`src/soc_pkg.sv`:
```
package soc_pkg;

	// ====================
	// Bus geometry
	// ====================
	localparam int ADDR_W = 32;
	localparam int DATA_W = 32;
	localparam int REGION_W = 4;
	localparam int OFFSET_W = ADDR_W - REGION_W;
	localparam int BYTE_W = 2;
	localparam int WORD_IDX_W = 5;
	localparam int UPPER_W = ADDR_W - WORD_IDX_W - BYTE_W;
	localparam int REG_IDX_W = 2;

	// Write when rw is high
	localparam logic BUS_WRITE = 1'b1;

	// Address step between consecutive words
	localparam logic [ADDR_W-1:0] WORD_BYTES = 4;

	// Region map, top nibble of the address
	localparam logic [REGION_W-1:0] REGION_RAM = 4'd1;
	localparam logic [REGION_W-1:0] REGION_DMA = 4'd9;
	localparam logic [REGION_W-1:0] REGION_TIMER = 4'd10;

	// Block RAM
	localparam int RAM_WORDS = 4096;
	localparam int RAM_ADDR_W = 12;

	// ====================
	// Register indexes
	// ====================
	localparam logic [REG_IDX_W-1:0] DMA_REG_SRC = 2'd0;
	localparam logic [REG_IDX_W-1:0] DMA_REG_DST = 2'd1;
	localparam logic [REG_IDX_W-1:0] DMA_REG_COUNT = 2'd2;
	localparam logic [REG_IDX_W-1:0] DMA_REG_CTRL = 2'd3;

	localparam logic [REG_IDX_W-1:0] TMR_REG_CTRL = 2'd0;
	localparam logic [REG_IDX_W-1:0] TMR_REG_COMPARE = 2'd1;
	localparam logic [REG_IDX_W-1:0] TMR_REG_COUNT = 2'd2;
	localparam logic [REG_IDX_W-1:0] TMR_REG_STATUS = 2'd3;

	// DMA copy states
	localparam int DMA_ST_W = 3;
	localparam logic [DMA_ST_W-1:0] DMA_IDLE = 3'd0;
	localparam logic [DMA_ST_W-1:0] DMA_READ = 3'd1;
	localparam logic [DMA_ST_W-1:0] DMA_READ_GAP = 3'd2;
	localparam logic [DMA_ST_W-1:0] DMA_WRITE = 3'd3;
	localparam logic [DMA_ST_W-1:0] DMA_WRITE_GAP = 3'd4;

	// One bus address, seen as region/offset or as a register word
	typedef union packed {
		struct packed {
			logic [REGION_W-1:0] region;
			logic [OFFSET_W-1:0] offset;
		} map;
		struct packed {
			logic [UPPER_W-1:0] upper;
			logic [WORD_IDX_W-1:0] word;
			logic [BYTE_W-1:0] byte_sel;
		} regs;
	} bus_addr_u;

endpackage

```
`src/interval_timer.sv`:
```
`timescale 1ns/1ps

module interval_timer (
	input  logic                       clock,
	input  logic                       i_rst_n,
	input  logic                       i_request,
	input  logic                       i_rw,
	input  soc_pkg::bus_addr_u         i_address,
	input  logic [soc_pkg::DATA_W-1:0] i_wdata,
	output logic [soc_pkg::DATA_W-1:0] o_rdata,
	output logic                       o_ready,
	output logic                       o_interrupt
);
	import soc_pkg::*;

	logic run_en;
	logic irq_en;
	logic pending;
	logic [DATA_W-1:0] compare;
	logic [DATA_W-1:0] count;

	logic [REG_IDX_W-1:0] reg_idx;
	logic access;
	logic reg_write;

	assign reg_idx = i_address.regs.word[REG_IDX_W-1:0];
	assign access = i_request && !o_ready;
	assign reg_write = access && (i_rw == BUS_WRITE);

	assign o_interrupt = pending && irq_en;

	// ====================
	// Control and counter
	// ====================
	always_ff @(posedge clock or negedge i_rst_n)
	begin
		if (!i_rst_n)
		begin
			run_en <= 1'b0;
			irq_en <= 1'b0;
			pending <= 1'b0;
			compare <= '0;
			count <= '0;
			o_ready <= 1'b0;
		end
		else
		begin
			o_ready <= access;
			// CTRL bit 0 runs the counter, bit 1 unmasks the interrupt
			if (reg_write && reg_idx == TMR_REG_CTRL)
			begin
				run_en <= i_wdata[0];
				irq_en <= i_wdata[1];
			end
			if (reg_write && reg_idx == TMR_REG_COMPARE)
				compare <= i_wdata;
			// Write one to clear
			if (reg_write && reg_idx == TMR_REG_STATUS && i_wdata[0])
				pending <= 1'b0;
			// A match in the same cycle still wins
			if (run_en)
			begin
				if (count == compare)
				begin
					count <= '0;
					pending <= 1'b1;
				end
				else
					count <= count + 1'b1;
			end
		end
	end

	always_ff @(posedge clock)
	begin
		if (access)
		begin
			case (reg_idx)
				TMR_REG_CTRL: o_rdata <= {{(DATA_W-2){1'b0}}, irq_en, run_en};
				TMR_REG_COMPARE: o_rdata <= compare;
				TMR_REG_COUNT: o_rdata <= count;
				TMR_REG_STATUS: o_rdata <= {{(DATA_W-1){1'b0}}, pending};
			endcase
		end
	end

endmodule

```
`config.mk`:
```
export PLATFORM = sky130hd
export DESIGN_NAME = interval_timer
export DESIGN_NICKNAME = d
export VERILOG_FILES = /design/src/soc_pkg.sv /design/src/interval_timer.sv
export SDC_FILE = /design/constraint.sdc
export NUM_CORES = 1
export LEC_CHECK = 0
export ABC_AREA = 1
export BUFFER_PORTS_ARGS = -buffer_cell sky130_fd_sc_hd__buf_4
export CAP_MARGIN = 5
export CORE_MARGIN = 2
export CORE_UTILIZATION = 37
export DETAILED_ROUTE_END_ITERATION = 6
export PLACE_DENSITY = 0.58
export RECOVER_POWER = 50
export REMOVE_ABC_BUFFERS = 1
export SKIP_LAST_GASP = 1
export SLEW_MARGIN = 20
export SYNTH_ARGS = -nofsm -noshare
export SYNTH_HDL_FRONTEND = slang
export SYNTH_SLANG_ARGS = --single-unit
```
`constraint.sdc`:
```
create_clock -name clock -period 3 [get_ports clock]
set_input_delay 0.15 -clock clock [delete_from_list [all_inputs] [get_ports clock]]
set_output_delay 0.15 -clock clock [all_outputs]
set_load 0.02 [all_outputs]
```
Yosys cells after proc, flatten, opt, wreduce, memory -nomap -nowiden
Index checks and enable logic that the tools add are counted.

Equal/unequal tests: 4. Reductions and logical operators: 9. Multiplexer cells: 5. $add $sub $neg: 1.

Operators with widths (count): $pmux W32 S4 (1); $add A32 B1 Y32 const B (1); $eq A32 B32 Y1 (1); $mux W32 (1); $logic_and A1 B1 Y1 (7); $eq A2 B2 Y1 const B (2); $mux W1 (3); $eq A2 B1 Y1 const B (1); $logic_not A2 Y1 (1); $logic_not A1 Y1 (1).

Logic and storage cells: 26. Register bits: 100. Bits of input ports: 68. Output and inout port bits: 34.

Depth between registers and ports, before layout
Depth after elaboration: 8. Mapped depth: 11. Gate-level depth less buffers: 11.

Worst setup path before layout
No wires, ideal clock.

Path kind: register to register. Start: register o_ready. End: register compare[0]. Stages on the path, launching flop included: 5. Path slack: 0.048 ns. Path buffers: 0. Data arrival time: 2.827 ns. Library setup time: 0.125 ns. Data required time: 2.875 ns. Clock period less this slack: 2.952 ns. Cells stage by stage: dfrtp_1 nor2_1 nand2_1 nor2_4 mux2_2.

Longest elaborated chain between the ends: 4.

Ends and longest elaborated chain: from (decl) (line interval_timer.sv:11) `output logic o_ready,`; from (signal assigned) (line interval_timer.sv:48) `o_ready <= access;`; $logic_not A1 Y1 (line interval_timer.sv:27) `assign access = i_request && !o_ready;`; $logic_and A1 B1 Y1 (line interval_timer.sv:27); net access (line interval_timer.sv:23) `logic access;`; $logic_and A1 B1 Y1 (line interval_timer.sv:28) `assign reg_write = access && (i_rw == BUS_WRITE);`; $logic_and A1 B1 Y1 (line interval_timer.sv:55) `if (reg_write && reg_idx == TMR_REG_COMPARE)`; to (signal assigned) (line interval_timer.sv:56) `compare <= i_wdata;`; to (decl) (line interval_timer.sv:19) `logic [DATA_W-1:0] compare;`.

The timed path passes the listed nets, and every way through them passes these cells. A chain may end at the register's enable or synchronous reset.

Final worst setup path
Start: input port i_address[2] (netlist bit). End: register compare[0].

Longest elaborated chain between the ends: 2.

Ends and longest elaborated chain: from (decl) (line interval_timer.sv:8) `input soc_pkg::bus_addr_u i_address,`; $eq A2 B1 Y1 (line interval_timer.sv:55); $logic_and A1 B1 Y1 (line interval_timer.sv:55).

No other way between the ends.

==> impl_metrics.tcl <==
set metrics [dict create \
    cts_setup_buffers 0 \
    worst_hold_startpoint "i_wdata[25]" \
    initial_utilization_pct 38.1 \
    synth_most_common_cell "nand2_1" \
    multiInputGateArea_sq_mm 0.00208 \
    synthesis.instances 646 \
    fin_crit_ns 2.01 \
    tritoncts "yes" \
    drt_wl_total_microns 12100 \
    dp_hpwl_microns 8400 \
    drive_above_1_share_pct 15.9 \
    synth_largest_area_cell "dfrtp_1" \
    syn_to_final_growth_pct 15.8 \
    critical_path_class "input pin to flop" \
    num_rows 43 \
    power.switching_mw 1.11 \
    reg2reg_from "count[26]$_DFFE_PN0P_" \
    synth_top_area_share_pct 31.9 \
    power_frac_clock_pct 31.3 \
    cts.sinks 100 \
    p_leak_nw 2.82 \
    clk_pin_slew_ns 0.07 \
    place_ws_ns 1.07 \
    clock_skew_ns 0.00798 \
    period_share_pct 66.9 \
    ys_top_cells_by_count "nand2_1, inv_1, dfrtp_1" \
    worstPathArrival_ns 2.23 \
    io-pin-count 102 \
    drv_cap 1 \
    htreeDepth 3 \
    slew_headroom_pct -18.1 \
    cts_resized 0 \
    antenna_cells 0 \
    p_per_area_mw_per_mm2 602 \
    grt_max_degree 69 \
    synth_top_cells_by_area "dfrtp_1, edfxtp_1, nand2_1" \
    whs_ns 0.00804 \
    finalSetupViolCount 0 \
    nNetsFinal 783 \
    internal_power_mw 2.60 \
    final_antenna_net_count 0 \
    path_max_fanout 32 \
    synth_edf_count 32 \
    cts-buffers-inserted 9 \
    worstPathRequired_ns 3.23 \
    max_freq_mhz 498 \
    power_frac_comb_pct 20.5 \
    portBuffers 71 \
    cp_slowest_stage_delay_ns 0.79 \
    failed_checks "max-capacitance violations, max-slew violations" \
    seqPwrFrac_pct 48.2 \
    grt_antenna_before_repair 0 \
    startpoint_type "input pin" \
    syn_area_per_cell_sq_um 8.25 \
    cp_cell_sequence "clkbuf_1 -> clkinv_1 -> nor2_1 -> inv_1 -> nor2_4 -> mux2_2" \
    via_count 4174 \
    synth_cell_types 34 \
    firstDrtPassIters 5 \
    routed_via_density 4.64 \
    grt_setup_unrepaired "false" \
    swShare_pct 30.0 \
    n_fill_cell 1445 \
    slew_viol_final 69 \
    finalNonFillerCells 899 \
    dp.cells 882 \
    cts_buffer_depth 2 \
    synthArstFlopShare_pct 68.0 \
    ys_seq_area_share_pct 50.0 \
    setup_ws_ns 0.992 \
    tightest_slew_ns 1.77 \
    grt_usage_pct 16.8 \
    insertion_delay_ns 0.34 \
    hold_viol 0 \
    core-area_sq_mm 0.0140 \
    grt_pass1_wl_microns 20100 \
    overflow 0 \
    grt_pass1_vias 4100 \
    cp-end-kind "flop" \
    root_buffer "clkbuf_16" \
    slowest_stage "nor2_4" \
    synthFlopType "dfrtp_1" \
    worstSetupStartpoint "i_address[2]" \
    die_x_microns 124 \
    die_area_sq_mm 0.0154 \
    drcViolationCount 0 \
    place_area_sq_mm 0.00601 \
    drtIter0Drc 307 \
    hold_class "input pin to flop" \
    die_height_microns 124 \
    hold_buffers 1 \
    wl_per_cell_microns 13.4 \
    status "complete, but fails checks" \
    ff_latch_area_sq_mm 0.00266 \
    synth_seq_cells 100 \
    syn_area_sq_mm 0.00533 \
    yosysWarnings 0 \
    design_area_sq_mm 0.00617 \
    routabilityCongestion 0.903 \
    vdd_drop_max_mv 0.271 \
]
layout by cell type (no fill, tap or decap), drive strengths merged:
cell	count
o21ai	45
dlygate4sd3	1
inv	117
dfrtp	68
clkinvlp	1
o22ai	24
xnor2	24
nand4	6
clkinv	10
o221ai	1
ha	1
nand3b	1
nor3	5
clkbuf	48
and2	1
edfxtp	32
bufinv	1
buf	37
nor3b	1
nor2	50
nand2	200
nand3	28
mux2	1
a21oi	2
xor2	14
logic make-up after synthesis:
family | count (synthesis) | synth area share (%)
multiplexers | 1 | 0.211
AND/OR/NAND/NOR | 292 | 24.7
AO/OA/AOI/OAI | 72 | 7.39
flip-flops | 100 | 50.0
XOR/XNOR | 38 | 6.53
buffers and inverters | 142 | 11.0
adder cells (fa/ha/maj) | 1 | 0.235
critical path: cells and delay by family:
kind | cells | cell delay [ns]
buffers and inverters | 3 | 0.76
AND/OR/NAND/NOR | 2 | 0.91
multiplexers | 1 | 0.40
final cells by class:
class                           count  area share (%)
Clock buffer                       11            3.93
Clock inverter                      5           0.852
Inverter                          124            7.54
Multi-Input combinational cell    404            33.7
Sequential cell                   100            43.1
Tap cell                          180            3.65
Timing Repair Buffer               75            7.16
power groups by stage:
stage	sequential (mW)	clock (mW)	combinational, mW
3_5_place_dp	1.82	0	0.797
6_report	1.79	1.16	0.763
5_1_grt	1.83	1.24	0.879
3_3_place_gp	1.81	0	0.785
2_1_floorplan	1.84	0	0.512
4_1_cts	1.79	1.20	0.805
flip-flops by register name, indices dropped and copies added (netlist names):
signal and count:
o_ready 1, o_rdata 32, compare 32, irq_en 1, count 32, pending 1, run_en 1
stage by stage:
stage                     utilization, %  power [mW]  setup TNS, ns
after floorplan                        -        2.35          -8.68
after global placement              43.0        2.60              0
after detailed placement            43.0        2.62              0
after CTS                           45.1        3.80              0
after global routing                44.1        3.95              0
final                               44.1        3.71              0
final timing paths:
path,endpoint,slack (ns),cells after the start
worst max-delay path,compare[0]$_DFFE_PN0P_,0.99,6
worst min-delay path,compare[25]$_DFFE_PN0P_,0.008,3
worst max register to register,count[16]$_DFFE_PN0P_,1.09,10
worst min register to register,irq_en$_DFFE_PN0P_,0.57,2
max in group asynchronous,count[3]$_DFFE_PN0P_,1.12,2
min in group asynchronous,compare[18]$_DFFE_PN0P_,0.80,2
layer usage:
| layer | vias to the layer above | global-route usage (%) | wire length, microns |
|---|---|---|---|
| li1 | 2144 | - | - |
| met3 | 15 | 3.11 | 591 |
| met2 | 112 | 25.9 | 5490 |
| met5 | - | 0 | 0 |
| met1 | 1903 | 24.0 | 5840 |
| met4 | 0 | 5.41 | 174 |
Note: power is estimated with default switching activity, not from simulation.
