===== config.mk =====
export PLATFORM = sky130hd
export DESIGN_NAME = dma_engine
export DESIGN_NICKNAME = d
export VERILOG_FILES = /design/src/soc_pkg.sv /design/src/dma_engine.sv
export SDC_FILE = /design/constraint.sdc
export NUM_CORES = 1
export LEC_CHECK = 0
export ABC_AREA = 1
export BUFFER_PORTS_ARGS = -buffer_cell sky130_fd_sc_hd__buf_2
export CORE_MARGIN = 1
export CORE_UTILIZATION = 55
export DETAILED_ROUTE_END_ITERATION = 10
export GPL_TIMING_DRIVEN = 0
export PLACE_DENSITY = 0.83
export SETUP_SLACK_MARGIN = 0.05
export SLEW_MARGIN = 25
export SYNTH_ARGS = -nofsm -noshare
export SYNTH_HDL_FRONTEND = slang
export SYNTH_SLANG_ARGS = --single-unit
export TNS_END_PERCENT = 5

===== constraint.sdc =====
create_clock -name clock -period 7.9 [get_ports clock]
set_clock_uncertainty 0.15 [all_clocks]
set_input_delay 1.58 -clock clock [delete_from_list [all_inputs] [get_ports clock]]
set_output_delay 1.58 -clock clock [all_outputs]
set_load 0.005 [all_outputs]

===== src/soc_pkg.sv =====
package soc_pkg;

	// ====================
	// Bus geometry
	// ====================
	localparam int ADDR_W = 32;
	localparam int DATA_W = 32;
	localparam int REGION_W = 4;
	localparam int OFFSET_W = ADDR_W - REGION_W;
	localparam int BYTE_W = 2;
	localparam int WORD_IDX_W = 5;
	localparam int UPPER_W = ADDR_W - WORD_IDX_W - BYTE_W;
	localparam int REG_IDX_W = 2;

	// Write when rw is high
	localparam logic BUS_WRITE = 1'b1;

	// Address step between consecutive words
	localparam logic [ADDR_W-1:0] WORD_BYTES = 4;

	// Region map, top nibble of the address
	localparam logic [REGION_W-1:0] REGION_RAM = 4'd1;
	localparam logic [REGION_W-1:0] REGION_DMA = 4'd9;
	localparam logic [REGION_W-1:0] REGION_TIMER = 4'd10;

	// Block RAM
	localparam int RAM_WORDS = 4096;
	localparam int RAM_ADDR_W = 12;

	// ====================
	// Register indexes
	// ====================
	localparam logic [REG_IDX_W-1:0] DMA_REG_SRC = 2'd0;
	localparam logic [REG_IDX_W-1:0] DMA_REG_DST = 2'd1;
	localparam logic [REG_IDX_W-1:0] DMA_REG_COUNT = 2'd2;
	localparam logic [REG_IDX_W-1:0] DMA_REG_CTRL = 2'd3;

	localparam logic [REG_IDX_W-1:0] TMR_REG_CTRL = 2'd0;
	localparam logic [REG_IDX_W-1:0] TMR_REG_COMPARE = 2'd1;
	localparam logic [REG_IDX_W-1:0] TMR_REG_COUNT = 2'd2;
	localparam logic [REG_IDX_W-1:0] TMR_REG_STATUS = 2'd3;

	// DMA copy states
	localparam int DMA_ST_W = 3;
	localparam logic [DMA_ST_W-1:0] DMA_IDLE = 3'd0;
	localparam logic [DMA_ST_W-1:0] DMA_READ = 3'd1;
	localparam logic [DMA_ST_W-1:0] DMA_READ_GAP = 3'd2;
	localparam logic [DMA_ST_W-1:0] DMA_WRITE = 3'd3;
	localparam logic [DMA_ST_W-1:0] DMA_WRITE_GAP = 3'd4;

	// One bus address, seen as region/offset or as a register word
	typedef union packed {
		struct packed {
			logic [REGION_W-1:0] region;
			logic [OFFSET_W-1:0] offset;
		} map;
		struct packed {
			logic [UPPER_W-1:0] upper;
			logic [WORD_IDX_W-1:0] word;
			logic [BYTE_W-1:0] byte_sel;
		} regs;
	} bus_addr_u;

endpackage


===== src/dma_engine.sv =====
`timescale 1ns/1ps

module dma_engine (
	input  logic                       clock,
	input  logic                       i_rst_n,

	// Register side
	input  logic                       i_request,
	input  logic                       i_rw,
	input  soc_pkg::bus_addr_u         i_address,
	input  logic [soc_pkg::DATA_W-1:0] i_wdata,
	output logic [soc_pkg::DATA_W-1:0] o_rdata,
	output logic                       o_ready,

	// Bus master side
	output logic                       o_bus_request,
	output logic                       o_bus_rw,
	output soc_pkg::bus_addr_u         o_bus_address,
	output logic [soc_pkg::DATA_W-1:0] o_bus_wdata,
	input  logic                       i_bus_ready,
	input  logic [soc_pkg::DATA_W-1:0] i_bus_rdata
);
	import soc_pkg::*;

	logic [DMA_ST_W-1:0] state;
	logic [ADDR_W-1:0] src_addr;
	logic [ADDR_W-1:0] dst_addr;
	logic [DATA_W-1:0] word_count;
	logic [DATA_W-1:0] data_buf;

	logic [REG_IDX_W-1:0] reg_idx;
	logic access;
	logic reg_write;
	logic busy;

	assign reg_idx = i_address.regs.word[REG_IDX_W-1:0];
	assign access = i_request && !o_ready;
	assign reg_write = access && (i_rw == BUS_WRITE);
	assign busy = state != DMA_IDLE;

	// Request is held only in the two access states
	assign o_bus_request = (state == DMA_READ) || (state == DMA_WRITE);
	assign o_bus_rw = (state == DMA_WRITE) ? BUS_WRITE : ~BUS_WRITE;
	assign o_bus_address = (state == DMA_WRITE) ? dst_addr : src_addr;
	assign o_bus_wdata = data_buf;

	// ====================
	// Registers and copy FSM
	// ====================
	always_ff @(posedge clock or negedge i_rst_n)
	begin
		if (!i_rst_n)
		begin
			state <= DMA_IDLE;
			src_addr <= '0;
			dst_addr <= '0;
			word_count <= '0;
			o_ready <= 1'b0;
		end
		else
		begin
			o_ready <= access;
			case (state)
				DMA_IDLE:
				begin
					// Register file only writable while idle
					if (reg_write)
					begin
						case (reg_idx)
							DMA_REG_SRC: src_addr <= i_wdata;
							DMA_REG_DST: dst_addr <= i_wdata;
							DMA_REG_COUNT: word_count <= i_wdata;
							DMA_REG_CTRL:
							begin
								if (i_wdata[0] && word_count != '0)
									state <= DMA_READ;
							end
						endcase
					end
				end
				DMA_READ:
				begin
					if (i_bus_ready)
						state <= DMA_READ_GAP;
				end
				// request drops for a cycle between accesses
				DMA_READ_GAP: state <= DMA_WRITE;
				DMA_WRITE:
				begin
					if (i_bus_ready)
					begin
						src_addr <= src_addr + WORD_BYTES;
						dst_addr <= dst_addr + WORD_BYTES;
						word_count <= word_count - 1'b1;
						state <= DMA_WRITE_GAP;
					end
				end
				DMA_WRITE_GAP: state <= (word_count == '0) ? DMA_IDLE : DMA_READ;
				default: state <= DMA_IDLE;
			endcase
		end
	end

	// Word in flight
	always_ff @(posedge clock)
	begin
		if (state == DMA_READ && i_bus_ready)
			data_buf <= i_bus_rdata;
	end

	// Register readback, busy in CTRL bit 0
	always_ff @(posedge clock)
	begin
		if (access)
		begin
			case (reg_idx)
				DMA_REG_SRC: o_rdata <= src_addr;
				DMA_REG_DST: o_rdata <= dst_addr;
				DMA_REG_COUNT: o_rdata <= word_count;
				DMA_REG_CTRL: o_rdata <= {{(DATA_W-1){1'b0}}, busy};
			endcase
		end
	end

endmodule


* Word-level counts from Yosys, hierarchy flattened
Cells that the tools add are included.
Word-level totals: memories kept 0, RAM bits 0, output and inout port bits 99, register bits 164, latch bits 0, bits of input ports 101, memory bits (read-only) 0, word-level logic and storage cells 63
Cells by class: multiplexer cells 22, reduce and logical (&&, ||, !) cells 16, equal/unequal tests 15, div/mod/pow operators 0, order comparisons 0, shifts and indexed selects 0, add/sub/neg operators 3, bitwise logic cells 0, $mul 0
Operator list (number):
- $mux W32 | 10
- $pmux W32 S2 | 3
- $pmux W32 S4 | 1
- $add A32 B3 Y32 const B | 2
- $logic_not A32 Y1 | 1
- $reduce_bool A32 Y1 | 1
- $sub A32 B1 Y32 const B | 1
- $ne A2 B2 Y1 const B | 8
- $mux W3 | 5
- $pmux W3 S5 | 1
- $reduce_and A4 Y1 | 3
- $eq A3 B2 Y1 const B | 2
- $reduce_and A5 Y1 | 1
- $eq A2 B2 Y1 const B | 2
- $logic_and A1 B1 Y1 | 4
- $eq A3 B1 Y1 const B | 1
- $eq A3 B3 Y1 const B | 1
- $logic_not A3 Y1 | 1
- $reduce_bool A3 Y1 | 1
- $eq A2 B1 Y1 const B | 1
- $logic_not A2 Y1 | 1
- $mux W1 | 2
- $reduce_bool A2 Y1 | 1
- $logic_not A1 Y1 | 1
- $logic_or A1 B1 Y1 | 1

* Logic depth before layout (Yosys ltp)
word-level depth 6, gate-level depth with buffers 12, depth with buffers taken out 12

* Least setup slack after synthesis
OpenSTA, ideal clock, no wires.
path type input-to-reg, start in i_bus_ready, end reg data_buf[0], in the netlist o_bus_wdata[0], enable pin, setup time 501 ps, buffers on the path 0, cell stages on the path 2, path slack 2521 ps, arrival time 4728 ps, data required time 7249 ps, cell sequence inv_1 > nor4_1
On the way: longest elaborated chain between the ends 1
Ends and longest elaborated chain:
- start: declaration | line dma_engine.sv:20 | input logic i_bus_ready,
- $logic_and A1 B1 Y1 | line dma_engine.sv:107 | if (state == DMA_READ && i_bus_ready)
- end signal: assignment | line dma_engine.sv:108 | data_buf <= i_bus_rdata;
- end: declaration | line dma_engine.sv:29 | logic [DATA_W-1:0] data_buf;
No other way between the ends. A chain may end at the register's enable or synchronous reset.

==> qor.yml <==
antenna_left: 0
hold_buffers: 0
root_buffer: "clkbuf_16"
end_kind: "output port"
multi_input_area_mm2: 0.00459
syn_inst: 1374
cts_resized: 0
gr-total-overflow: 0
viasPerCell: 6.01
fillCellCount: 1516
cts_setup_buffers: 0
max_slew_margin_pct: 31.7
synth_fp_nets: 1479
required_ns: 6.17
first_pass_iters: 6
clockBufferDepth: 2
gp_routability_congestion: 1.02
clk_latency_ns: 0.44
dieWidth_um: 136
place.port_buffers: 169
fmax_mhz: 223
grt_pass1_vias: 9846
async_flop_share_pct: 61.0
syn_area_mm2: 0.00985
synth-edff-count: 64
syn2layout_area_growth_pct: 18.6
cp_slowest_cell: "clkbuf_1"
grt_pass1_wl_um: 58300
yosysWarnings: 0
yosysMostFrequentCell: "nand2_1"
synth_top_area_share_pct: 25.4
status: "finished clean"
drive_gt1_share_pct: 16.3
ys_ff_latch: 164
maxSlewViolCount: 0
routedWlPerCell_um: 22.1
worst-path-stages: 6
reg2regPathDepth: 8
final_cell_count_no_fill: 1806
p_leak_nw: 5.48
syn_avg_cell_area_um2: 7.17
synthFlopType: "dfrtp_1"
powerDensity_mw_per_mm2: 436
critical_path.startpoint: "state[2]$_DFFE_PN0P_"
post-route-drc-count: 0
slowest_delay_ns: 0.56
io_pins: 200
cp_num_buf_inv: 4
timing.rr.start: "state[0]$_DFFE_PN0P_"
min_path_cells: 2
synthDistinctLibCells: 43
cpMostUsedCell: "buf_2"
synth_area_leader_cell: "dfrtp_1"
setup_viol: 0
yosysSeqAreaShare_pct: 44.9
core_area_mm2: 0.0174
cts_sinks: 164
min_period_ns: 4.48
die-area_mm2: 0.0184
clk_transition_reported_paths_ns: 0.07
cts_tree: "built"
path_max_fanout: 10
maxCapViolCount: 0
worst_pin_slew_ns: 1.02
wirelength_um: 39900
grt_max_degree: 53
die_y_um: 136
rows: 48
regArea_mm2: 0.00442
hp-start: "src_addr[1]$_DFFE_PN0P_"
r2r_setup_slack_ns: 5.38
p_total_mw: 5.08
crit_family: "buffers and inverters"
cts_made_buffers: 17
dp_hpwl_um: 30800
dp_cells: 1774
grt_usage_pct: 44.3
drtIter0Drc: 1619
setup_tns_ns: 0
cts.htree.levels: 4
ir_drop_mv: 0.279
crit_type: "reg -> out"
synth_area_leaders: "dfrtp_1, edfxtp_1, nand2_1"
holdWs_ns: 0.353
grt_setup_unrepaired: "no"
final_net_count: 1673
min_period_over_period_pct: 56.7
min_path_type: "reg -> reg"
initial_core_util_pct: 56.5
critPathLaunchType: "flop"
via_count: 10900
finalHoldViolations: 0
yosys-top-cells-count: "nand2_1, nor2_1, inv_1"
diodes: 0
antenna_found_initial: 1
worstPathArrival_ns: 2.75
crit_path_cell_trace: "nor2_2 > buf_4 > buf_2 > clkbuf_1 > o21ai_0 > buf_2"
==> cells by family after synthesis <==
family                     synth area share (%)
and+or+nand+nor                            30.8
AOI/OAI and AO/OA                          14.6
adders and majority gates                 0.508
xor gates and xnor gates                  0.534
buffers and inverters                      8.55
DFF                                        44.9
==> final cells by class <==
type                    count  share of cell area (%)
clock inverters            14                    1.46
inverters                 154                    4.95
clock buffers              18                    3.76
repair buffers            175                    7.90
plain buffers              52                    2.26
multi-input cells        1004                    39.4
flip-flops and latches    164                    37.9
well taps                 225                    2.41
==> state kept, by name, indices dropped and copies added (netlist names) <==
name	flops
word_count	32
o_bus_wdata	32
src_addr	32
o_rdata	32
state	3
o_ready	1
dst_addr	32
==> where the power goes <==
| group | internal, mW | switching [mW] |
|---|---|---|
| Clock | 0.484 | 0.396 |
| Combinational | 0.793 | 1.80 |
| Sequential | 1.24 | 0.375 |
| Total | 2.51 | 2.57 |
==> layer usage <==
metal	up-vias	GRT usage (%)	wire length, um
li1	4884	-	-
met1	4970	58.9	14900
met2	864	67.6	17600
met3	136	11.0	5340
met4	0	21.3	1940
met5	-	0	0
==> worst reg2reg max path, stage by stage, from the launching register on <==
cell	delay, ns
dfrtp_1	0.40
nand2_1	0.10
nor2_2	0.05
inv_2	0.21
buf_2	0.29
clkbuf_1	0.80
o21ai_0	0.15
o21ai_0	0.21
inv_1	0.06
==> placed cells by master, fill, tap and decap left out, drive strengths merged <==
| cell | instances |
|---|---|
| bufinv | 2 |
| nand2 | 432 |
| nand3 | 66 |
| o221ai | 31 |
| a31oi | 16 |
| clkinvlp | 2 |
| nor4 | 1 |
| ha | 4 |
| nor3b | 2 |
| dfrtp | 100 |
| a41oi | 2 |
| xor2 | 6 |
| a21boi | 7 |
| nor2 | 227 |
| buf | 203 |
| o21ai | 105 |
| inv | 158 |
| o21a | 7 |
| and2 | 1 |
| edfxtp | 64 |
| o211ai | 3 |
| or2 | 1 |
| a22oi | 5 |
| a21oi | 59 |
| o22ai | 2 |
| nand3b | 3 |
| a32oi | 2 |
| nand4 | 12 |
| o31ai | 4 |
| nor3 | 6 |
| clkbuf | 42 |
| clkinv | 6 |
==> per-stage QoR <==
step | setup slack, ns | instance area, um2 | utilization [%]
2_1_floorplan | 2.52 | 9850 | -
6_report | 3.42 | 11700 | 67.0
3_5_place_dp | 4.01 | 11100 | 63.5
5_1_grt | 3.45 | 11700 | 67.0
3_3_place_gp | 1.58 | 11000 | 63.0
4_1_cts | 3.55 | 11700 | 67.0
==> final timing paths <==
path | endpoint
max | o_bus_address[31]
min | src_addr[1]$_DFFE_PN0P_
max reg2reg | word_count[22]$_DFFE_PN0P_
min reg2reg | src_addr[1]$_DFFE_PN0P_
max in group asynchronous | word_count[28]$_DFFE_PN0P_
min in group asynchronous | src_addr[4]$_DFFE_PN0P_
Note: power is estimated with default switching activity, not from simulation.
