==> src/soc_pkg.sv <==
package soc_pkg;

	// ====================
	// Bus geometry
	// ====================
	localparam int ADDR_W = 32;
	localparam int DATA_W = 32;
	localparam int REGION_W = 4;
	localparam int OFFSET_W = ADDR_W - REGION_W;
	localparam int BYTE_W = 2;
	localparam int WORD_IDX_W = 5;
	localparam int UPPER_W = ADDR_W - WORD_IDX_W - BYTE_W;
	localparam int REG_IDX_W = 2;

	// Write when rw is high
	localparam logic BUS_WRITE = 1'b1;

	// Address step between consecutive words
	localparam logic [ADDR_W-1:0] WORD_BYTES = 4;

	// Region map, top nibble of the address
	localparam logic [REGION_W-1:0] REGION_RAM = 4'd1;
	localparam logic [REGION_W-1:0] REGION_DMA = 4'd9;
	localparam logic [REGION_W-1:0] REGION_TIMER = 4'd10;

	// Block RAM
	localparam int RAM_WORDS = 4096;
	localparam int RAM_ADDR_W = 12;

	// ====================
	// Register indexes
	// ====================
	localparam logic [REG_IDX_W-1:0] DMA_REG_SRC = 2'd0;
	localparam logic [REG_IDX_W-1:0] DMA_REG_DST = 2'd1;
	localparam logic [REG_IDX_W-1:0] DMA_REG_COUNT = 2'd2;
	localparam logic [REG_IDX_W-1:0] DMA_REG_CTRL = 2'd3;

	localparam logic [REG_IDX_W-1:0] TMR_REG_CTRL = 2'd0;
	localparam logic [REG_IDX_W-1:0] TMR_REG_COMPARE = 2'd1;
	localparam logic [REG_IDX_W-1:0] TMR_REG_COUNT = 2'd2;
	localparam logic [REG_IDX_W-1:0] TMR_REG_STATUS = 2'd3;

	// DMA copy states
	localparam int DMA_ST_W = 3;
	localparam logic [DMA_ST_W-1:0] DMA_IDLE = 3'd0;
	localparam logic [DMA_ST_W-1:0] DMA_READ = 3'd1;
	localparam logic [DMA_ST_W-1:0] DMA_READ_GAP = 3'd2;
	localparam logic [DMA_ST_W-1:0] DMA_WRITE = 3'd3;
	localparam logic [DMA_ST_W-1:0] DMA_WRITE_GAP = 3'd4;

	// One bus address, seen as region/offset or as a register word
	typedef union packed {
		struct packed {
			logic [REGION_W-1:0] region;
			logic [OFFSET_W-1:0] offset;
		} map;
		struct packed {
			logic [UPPER_W-1:0] upper;
			logic [WORD_IDX_W-1:0] word;
			logic [BYTE_W-1:0] byte_sel;
		} regs;
	} bus_addr_u;

endpackage

==> src/bus_interconnect.sv <==
`timescale 1ns/1ps

module bus_interconnect (
	input  logic                       clock,
	input  logic                       i_rst_n,

	// Instruction fetch, read only
	input  logic                       i_fetch_request,
	input  soc_pkg::bus_addr_u         i_fetch_address,
	output logic                       o_fetch_ready,
	output logic [soc_pkg::DATA_W-1:0] o_fetch_rdata,

	// Data port
	input  logic                       i_data_request,
	input  logic                       i_data_rw,
	input  soc_pkg::bus_addr_u         i_data_address,
	input  logic [soc_pkg::DATA_W-1:0] i_data_wdata,
	output logic                       o_data_ready,
	output logic [soc_pkg::DATA_W-1:0] o_data_rdata,

	// DMA port
	input  logic                       i_dma_request,
	input  logic                       i_dma_rw,
	input  soc_pkg::bus_addr_u         i_dma_address,
	input  logic [soc_pkg::DATA_W-1:0] i_dma_wdata,
	output logic                       o_dma_ready,
	output logic [soc_pkg::DATA_W-1:0] o_dma_rdata,

	// Toward the slaves
	output logic                       o_ram_request,
	output logic                       o_dma_reg_request,
	output logic                       o_timer_request,
	output logic                       o_bus_rw,
	output soc_pkg::bus_addr_u         o_bus_address,
	output logic [soc_pkg::DATA_W-1:0] o_bus_wdata,
	input  logic [soc_pkg::DATA_W-1:0] i_ram_rdata,
	input  logic                       i_ram_ready,
	input  logic [soc_pkg::DATA_W-1:0] i_dma_reg_rdata,
	input  logic                       i_dma_reg_ready,
	input  logic [soc_pkg::DATA_W-1:0] i_timer_rdata,
	input  logic                       i_timer_ready
);
	import soc_pkg::*;

	logic grant_data;
	logic grant_fetch;
	logic grant_dma;
	logic resting;
	logic bus_busy;

	logic sel_rw;
	bus_addr_u sel_address;
	logic [DATA_W-1:0] sel_wdata;

	logic hit_ram;
	logic hit_dma;
	logic hit_timer;
	logic hit_none;
	logic none_ready;

	logic bus_ready;
	logic [DATA_W-1:0] bus_rdata;

	// ====================
	// Arbiter
	// ====================
	assign bus_busy = grant_data || grant_fetch || grant_dma;

	// Fixed priority, data first, then fetch, then DMA
	always_ff @(posedge clock or negedge i_rst_n)
	begin
		if (!i_rst_n)
		begin
			grant_data <= 1'b0;
			grant_fetch <= 1'b0;
			grant_dma <= 1'b0;
			resting <= 1'b0;
		end
		else if (bus_busy)
		begin
			if (bus_ready)
			begin
				grant_data <= 1'b0;
				grant_fetch <= 1'b0;
				grant_dma <= 1'b0;
				resting <= 1'b1;
			end
		end
		else if (resting)
			resting <= 1'b0;
		else
		begin
			grant_data <= i_data_request;
			grant_fetch <= i_fetch_request && !i_data_request;
			grant_dma <= i_dma_request && !i_data_request && !i_fetch_request;
		end
	end

	// Granted master drives the shared bus
	always_comb
	begin
		sel_rw = ~BUS_WRITE;
		sel_address = i_fetch_address;
		sel_wdata = '0;
		if (grant_data)
		begin
			sel_rw = i_data_rw;
			sel_address = i_data_address;
			sel_wdata = i_data_wdata;
		end
		else if (grant_dma)
		begin
			sel_rw = i_dma_rw;
			sel_address = i_dma_address;
			sel_wdata = i_dma_wdata;
		end
	end

	assign o_bus_rw = sel_rw;
	assign o_bus_address = sel_address;
	assign o_bus_wdata = sel_wdata;

	// ====================
	// Region decode
	// ====================
	assign hit_ram = sel_address.map.region == REGION_RAM;
	assign hit_dma = sel_address.map.region == REGION_DMA;
	assign hit_timer = sel_address.map.region == REGION_TIMER;
	assign hit_none = !(hit_ram || hit_dma || hit_timer);

	assign o_ram_request = bus_busy && hit_ram;
	assign o_dma_reg_request = bus_busy && hit_dma;
	assign o_timer_request = bus_busy && hit_timer;

	// Unmapped regions answer like a one-cycle slave
	always_ff @(posedge clock or negedge i_rst_n)
	begin
		if (!i_rst_n)
			none_ready <= 1'b0;
		else
			none_ready <= bus_busy && hit_none && !none_ready;
	end

	always_comb
	begin
		if (hit_ram)
		begin
			bus_ready = i_ram_ready;
			bus_rdata = i_ram_rdata;
		end
		else if (hit_dma)
		begin
			bus_ready = i_dma_reg_ready;
			bus_rdata = i_dma_reg_rdata;
		end
		else if (hit_timer)
		begin
			bus_ready = i_timer_ready;
			bus_rdata = i_timer_rdata;
		end
		else
		begin
			bus_ready = none_ready;
			bus_rdata = '0;
		end
	end

	// Response goes to the granted port only
	assign o_data_ready = grant_data && bus_ready;
	assign o_fetch_ready = grant_fetch && bus_ready;
	assign o_dma_ready = grant_dma && bus_ready;
	assign o_data_rdata = grant_data ? bus_rdata : '0;
	assign o_fetch_rdata = grant_fetch ? bus_rdata : '0;
	assign o_dma_rdata = grant_dma ? bus_rdata : '0;

endmodule

==> config.mk <==
export PLATFORM = sky130hd
export DESIGN_NAME = bus_interconnect
export DESIGN_NICKNAME = d
export VERILOG_FILES = /design/src/soc_pkg.sv /design/src/bus_interconnect.sv
export SDC_FILE = /design/constraint.sdc
export NUM_CORES = 1
export LEC_CHECK = 0
export BUFFER_PORTS_ARGS = -buffer_cell sky130_fd_sc_hd__buf_2
export CORE_AREA = 8 8 163 165
export CTS_CLUSTER_SIZE = 10
export DETAILED_ROUTE_END_ITERATION = 10
export DIE_AREA = 0 0 171 173
export SLEW_MARGIN = 20
export SYNTH_ARGS = -nofsm -noshare
export SYNTH_HDL_FRONTEND = slang
export SYNTH_SLANG_ARGS = --single-unit
==> constraint.sdc <==
create_clock -name clock -period 4.34 [get_ports clock]
set_input_delay 0 -clock clock [delete_from_list [all_inputs] [get_ports clock]]
set_output_delay 0 -clock clock [all_outputs]
set_load 0.03 [all_outputs]
Yosys cells after proc, flatten, opt, wreduce, memory -nomap -nowiden
Cells that the tools add are included.
{"block": "totals", "regBits": 5, "input_bits": 266, "output_inout_bits": 167, "elab_cells": 54}
{"block": "op_classes", "n_eq_ne": 5, "mux": 24, "n_reduce_logical": 20}
{"op": "$mux W32", "n": 10}
{"op": "$mux W1", "n": 14}
{"op": "$logic_and A1 B1 Y1", "n": 11}
{"op": "$eq A4 B4 Y1 const B", "n": 2}
{"op": "$eq A4 B1 Y1 const B", "n": 1}
{"op": "$logic_not A1 Y1", "n": 4}
{"op": "$logic_or A1 B1 Y1", "n": 4}
{"op": "$ne A2 B1 Y1 const B", "n": 2}
{"op": "$reduce_and A2 Y1", "n": 1}

Logic depth before layout (Yosys ltp)
Gate-level depths: netlist of run 1.
{"block": "depth", "ltp_word": 8, "depth_mapped": 9, "ltp_nobuf": 6}

Worst setup path before layout of run 1
No wires, ideal clock.
{"block": "synth_timing", "path_type": "flip-flop to output port", "from": "register grant_dma", "to": "output o_fetch_rdata[10] in the netlist's numbering", "arrival_ns": 2.383, "required_time_ns": 4.340, "slack_ns": 1.957, "path_stages_with_launch": 10, "n_path_buf": 3, "cell_sequence": "dfrtp_1 -> buf_2 -> mux2i_1 -> o21a_1 -> inv_1 -> buf_2 -> buf_1 -> o211a_1 -> o22ai_1 -> nor2_1"}
{"element": "from (decl)", "line_no": "bus_interconnect.sv:47", "rtl": "logic grant_dma;"}
{"element": "from (signal assigned)", "line_no": "bus_interconnect.sv:95", "rtl": "grant_dma <= i_dma_request && !i_data_request && !i_fetch_request;"}
{"element": "to (decl)", "line_no": "bus_interconnect.sv:11", "rtl": "output logic [soc_pkg::DATA_W-1:0] o_fetch_rdata,"}

Worst setup path in the final report of run 1
{"block": "layout_timing", "from": "register grant_dma", "to": "output o_dma_rdata[21] in the netlist's numbering"}
{"block": "layout_between", "elab_chain_cells": 7, "word_cells_on_any_way": 9, "cone_classes": "3 x eq/ne; 6 x mux"}
{"element": "$mux W32", "line_no": "bus_interconnect.sv:111", "rtl": "else if (grant_dma)"}
{"element": "$mux W32", "line_no": "bus_interconnect.sv:105", "rtl": "if (grant_data)"}
{"element": "$eq A4 B4 Y1", "line_no": "bus_interconnect.sv:128", "rtl": "assign hit_timer = sel_address.map.region == REGION_TIMER;"}
{"element": "$mux W32", "line_no": "bus_interconnect.sv:156", "rtl": "else if (hit_timer)"}
{"element": "$mux W32", "line_no": "bus_interconnect.sv:151", "rtl": "else if (hit_dma)"}
{"element": "$mux W32", "line_no": "bus_interconnect.sv:146", "rtl": "if (hit_ram)"}
{"element": "$mux W32 *", "line_no": "bus_interconnect.sv:174", "rtl": "assign o_dma_rdata = grant_dma ? bus_rdata : '0;"}
{"element": "to (decl)", "line_no": "bus_interconnect.sv:27", "rtl": "output logic [soc_pkg::DATA_W-1:0] o_dma_rdata,"}
Every way passes the cells marked *; elsewhere a longest branch is shown, timed or not.

==> results.yml, run 1 <==
outcome:
  status: "completed"
floorplan:
  die_y_um: 173
  coreArea_um2: 23960
  start_util_pct: 11.46
  io-pin-count: 433
  die-area_um2: 29580
  rows: 57
  fp.dieW_um: 171
grt:
  grt-ovfl-total: 0
  track_usage_pct: 13.60
  grt_pass1_wl_um: 31510
  grt_max_degree: 101
  antenna_found_initial: 3
  first_global_vias: 5287
yosys:
  ys_seq_area_share_pct: 4.556
  synthCells: 394
  ys.flop_type: "dfrtp_1"
  synth_edf_count: 0
  synthesis.nets: 660
  syn-mean-instance-area_um2: 6.971
  synthArstFlopShare_pct: 100.0
  syn-cell-area_um2: 2746
  ys_warn_count: 0
  ys_ff_latch: 5
  synth.distinct_cells: 41
clocking:
  clkTransAtPathRegs_ns: 0.03
  cts_tree: "done"
  htreeDepth: 1
  cts.sinks: 5
  cts_buffers: 3
  cts.repair.resized: 0
  cts_buffer_depth: 2
  cts_setup_buffers: 0
  cts_root_buf: "clkbuf_16"
  clk_latency_ns: 0.22
critical_path:
  worstSetupEndpointType: "primary output"
  crit_slowest_cell: "clkinv_1"
  worstPathMaxFanout: 33
  cp.required_ns: 4.34
  path_class: "flip-flop to primary output"
  worstPathArrival_ns: 3.47
  reg2reg_slack_ns: 1.54
  cp-start-kind: "flip-flop"
  crit_chain: "mux2i_1, o21a_2, clkinv_1, nor4_4, buf_4, nor2_2, a32o_1, buf_2"
  max_stage_delay_ns: 0.59
placement:
  place_congestion: 0.9118
  dp.cells: 1115
  placed_area_um2: 5218
  dp_hpwl_um: 18280
  place.port_buffers: 432
sta:
  fmax_mhz: 288.0
  setup_violations: 0
  final-hold-violation-count: 0
  finalSetupTns_ns: 0
  slew_viol_final: 0
  fin_skew_ns: 0.001971
  post-route-period-util_pct: 80.01
  max_slew_margin_pct: 36.98
  rsz0062_at_grt: "no"
  tightest_slew_ns: 0.9453
  fin_crit_ns: 3.472
detailed_routing:
  drtPass1Iterations: 6
  wl_met2_um: 11030
  ant_nets: 0
  via_count: 5054
  drc_errors: 0
  wl_met1_um: 8483
  avgViaCountPerCell: 4.504
  drt_iter0_drc: 292
  wl_per_cell_um: 19.59
  wl_met3_um: 2165
  wl_um: 21980
  highest_layer: "met5"
cells_and_area:
  final_common_cell: "buf_2"
  final_area_um2: 5316
  final_cell_mix: "buf_2 (432), nor2_1 (51), a22o_1 (43)"
  syn_to_final_growth_pct: 93.58
  fin_nets: 1063
  final_cells: 1122
  layout-drive-gt1-share_pct: 57.79
pwr:
  powerDensity_nw_per_um2: 618.5
  ir_drop_v: 0.0002349
  power.leakage_nw: 2.923
job:
  maxCapViolations: 0
min_path:
  hold_class: "input pin to flip-flop"
-- worst max-delay path, delay by kind of cell (launching register included) --
kind,cells,cell delay (ns)
compound gates,2,0.77
simple gates,2,0.57
mux,1,0.24
flops,1,0.49
buf+inv,3,1.15
-- per-layer routing --
metal  track usage [%]  vias up
met3             3.985       23
met5                 0        -
met2             24.62      342
li1                  -     2352
met1             15.60     2335
met4             2.320        2
-- through the flow --
step / power [W] / setup WS, ns / util (%) / hold WS [ns]
final: 0.003288 / 0.8677 / 22.19 / 0.01321
after global routing: 0.003512 / 0.5894 / 22.19 / 0.03585
after CTS: 0.003318 / 0.8666 / 22.14 / 0.007624
after detailed placement: 0.003159 / 1.097 / 21.77 / -0.1616
after global placement: 0.003145 / 1.179 / 21.77 / -0.1633
after floorplan: 0.002182 / 1.957 / - / -0.2956
-- cells in the mapped netlist, types with 15 or more instances --
library cell / n / area share, %
nand2_1: 33 / 4.5
o21ai_0: 28 / 5.1
a22o_1: 43 / 14
clkbuf_1: 33 / 4.5
o22ai_1: 15 / 3.4
nor2b_1: 15 / 3.4
mux2i_1: 38 / 14
a32o_1: 32 / 12
and4_1: 16 / 5.1
o211a_1: 16 / 5.8
nor2_1: 51 / 7.0
-- state kept, by name (all words and copies together), names as in the netlist --
signal       count
grant_data       1
grant_dma        1
grant_fetch      1
none_ready       1
resting          1
-- where the power goes --
| group | switching (W) | total, W | leakage [nW] | internal, W |
|---|---|---|---|---|
| combinational | 0.00210 | 0.00301 | 2.82 | 0.000912 |
| clock | 0.0000281 | 0.000150 | 0.0382 | 0.000122 |
| sequential | 0.0000545 | 0.000126 | 0.0616 | 0.0000716 |
-- cell families after synthesis --
logic type	synth area share (%)
and+or+nand+nor	25.60
DFF	4.556
buffers and inverters	7.881
muxes	14.26
AOI/OAI and AO/OA	47.70
-- cell type report --
class	count	area, µm²
sequential	5	130.1
antenna	2	5.005
multi-input combinational	336	2412
tap	324	405.4
clock buffer	4	78.83
inverter	6	22.52
fill	2757	18650
timing repair buffer	445	2262
-- what timing repair did --
item / in CTS / in global routing
endpoints found under the hold margin: 5 / 0
hold buffers: 1 / 0
setup endpoints to repair: 0 / 0
-- final timing paths --
| check | from | cells after the start | end |
|---|---|---|---|
| setup / recovery | grant_dma | 8 | o_dma_rdata[21] |
| hold / removal | i_fetch_request | 2 | grant_fetch |
| setup reg to reg | grant_dma | 8 | grant_data |
| hold reg to reg | none_ready | 1 | none_ready |
| max in group asynchronous | i_rst_n | 2 | grant_data |
| min in group asynchronous | i_rst_n | 2 | resting |
(Power assumes the default switching activity.)
==> inputs of run 2 (changes only) <==
==> constraint.sdc (replaced) <==
create_clock -name clock -period 3.25 [get_ports clock]
set_input_delay 0 -clock clock [delete_from_list [all_inputs] [get_ports clock]]
set_output_delay 0 -clock clock [all_outputs]
set_load 0.03 [all_outputs]
==> results.yml, run 2 (synthesis gave the netlist of run 1 again) <==
clocking:
  cts_tree: "done"
  cts_buffer_depth: 2
  cts_root_buf: "clkbuf_16"
  clk_latency_ns: 0.23
  clkTransAtPathRegs_ns: 0.03
  htreeDepth: 1
  cts.sinks: 5
  cts_buffers: 3
grt:
  grtUsageMet2_pct: 23.71
  antenna_found_initial: 1
  grt_pass1_wl_um: 31350
  track_usage_pct: 13.49
  grt-ovfl-total: 0
  grt_max_degree: 61
  groute.layer.met3.usage_pct: 3.097
  met1_usage_pct: 16.34
  top_usage_layer: "met2"
  first_global_vias: 5201
pwr:
  p_total_w: 0.004442
  clkPwrFrac_pct: 4.6
  power.net_switching_w: 0.002931
  power.leakage_nw: 2.959
  ir_drop_v: 0.0004782
  p_seq_share_pct: 4.9
  combPwrFrac_pct: 90.5
  powerDensity_nw_per_um2: 827.7
  internal_power_w: 0.001511
  p_sw_share_pct: 65.98
critical_path:
  r2r-end: "grant_fetch"
  endpoint: "o_data_rdata[21]"
  crit_chain: "mux2_1, o21ai_2, inv_1, nor4_4, buf_4, nor2_2, a32o_1, buf_2"
  max_stage_delay_ns: 0.63
  cp.required_ns: 3.25
  cp-startpoint: "grant_dma"
  cpLargestDelayFamily: "buffers and inverters"
  worstPathArrival_ns: 2.99
  r2r_cells: 7
  timing.rr.start: "grant_dma"
  reg2reg_slack_ns: 0.71
  cp-start-kind: "flip-flop"
  worstPathMaxFanout: 33
  worstSetupEndpointType: "primary output"
  path_class: "flip-flop to primary output"
  critPathBufInv: 3
  worst-path-stages: 8
  crit_slowest_cell: "dfrtp_2"
detailed_routing:
  wl_um: 21810
  ant_nets: 0
  via_count: 5006
  wl_per_cell_um: 19.34
  drc_errors: 0
  drtPass1Iterations: 5
  avgViaCountPerCell: 4.438
  drt_iter0_drc: 242
cells_and_area:
  fin_util_pct: 22.39
  fin_nets: 1071
  final_cell_mix: "buf_2 (432), nor2_1 (51), a22o_1 (43)"
  syn_to_final_growth_pct: 95.40
  final_common_cell: "buf_2"
  layout-drive-gt1-share_pct: 58.21
  antenna_cells: 0
  final_cells: 1128
sta:
  finalSetupTns_ns: 0
  fin_crit_ns: 2.987
  final-hold-violation-count: 0
  fmax_mhz: 334.8
  fin_ws_ns: 0.2633
  tightest_slew_ns: 0.9322
  max_slew_margin_pct: 37.85
  fin_skew_ns: 0.001082
  slew_viol_final: 0
  post-route-period-util_pct: 91.90
  setup_violations: 0
  rsz0062_at_grt: "no"
floorplan:
  die-area_um2: 29580
  coreArea_um2: 23960
  die_y_um: 173
  io-pin-count: 433
  fp.dieW_um: 171
  rows: 57
  start_util_pct: 11.46
job:
  maxCapViolations: 0
placement:
  place.port_buffers: 432
  dp.cells: 1123
  place_congestion: 0.9274
  pre_cts_slack_ns: 0.4979
  dp_hpwl_um: 18330
min_path:
  hold_class: "input pin to flip-flop"
outcome:
  status: "completed"
run 2: changes by cell type in the layout (fill, tap and decap cells not counted), sizes merged:
cell,previous run,this run
diode,2,0
buf,444,452
run 2: what timing repair did:
action | CTS | global route
buffers inserted | 0 | 0
hold buffers | 1 | 0
gates resized for setup | 0 | 0
endpoints found under the hold margin | 5 | 0
run 2: how the worst min path moves through the flow:
stage	end	from	cells past startpoint
after floorplan	grant_data	i_rst_n	0
final	grant_data	i_data_request	2
after detailed placement	grant_fetch	i_rst_n	1
after global placement	grant_fetch	i_rst_n	1
after CTS	grant_data	i_data_request	2
after global routing	grant_fetch	i_fetch_request	2
run 2: metrics by stage:
| stage | area, µm² | hold slack [ns] |
|---|---|---|
| 6_report | 5366 | 0.01323 |
| 5_1_grt | 5366 | 0.01950 |
| 4_1_cts | 5366 | 0.01388 |
| 3_5_place_dp | 5278 | -0.1596 |
| 3_3_place_gp | 5278 | -0.1602 |
| 2_1_floorplan | 2746 | -0.2956 |
run 2: layer usage:
metal | wire (µm) | up-vias
met5 | 13 | -
met4 | 209 | 2
li1 | - | 2364
met1 | 9158 | 2347
met3 | 1639 | 16
met2 | 10790 | 277
run 2: power by group through the flow:
stage,Clock [W],Combinational [W],Sequential (W)
after global placement,0,0.00401,0.000223
after global routing,0.000216,0.00429,0.000230
after CTS,0.000210,0.00404,0.000223
after floorplan,0,0.00281,0.000100
after detailed placement,0,0.00402,0.000225
final,0.000205,0.00402,0.000219
run 2: cell type report:
type                    instances  area [µm²]
flip-flops and latches          5       130.1
well taps                     324       405.4
clock buffers                   4       78.83
inverters                       6       22.52
multi-input cells             336        2407
fillers                      2754       18600
repair buffers                453        2322
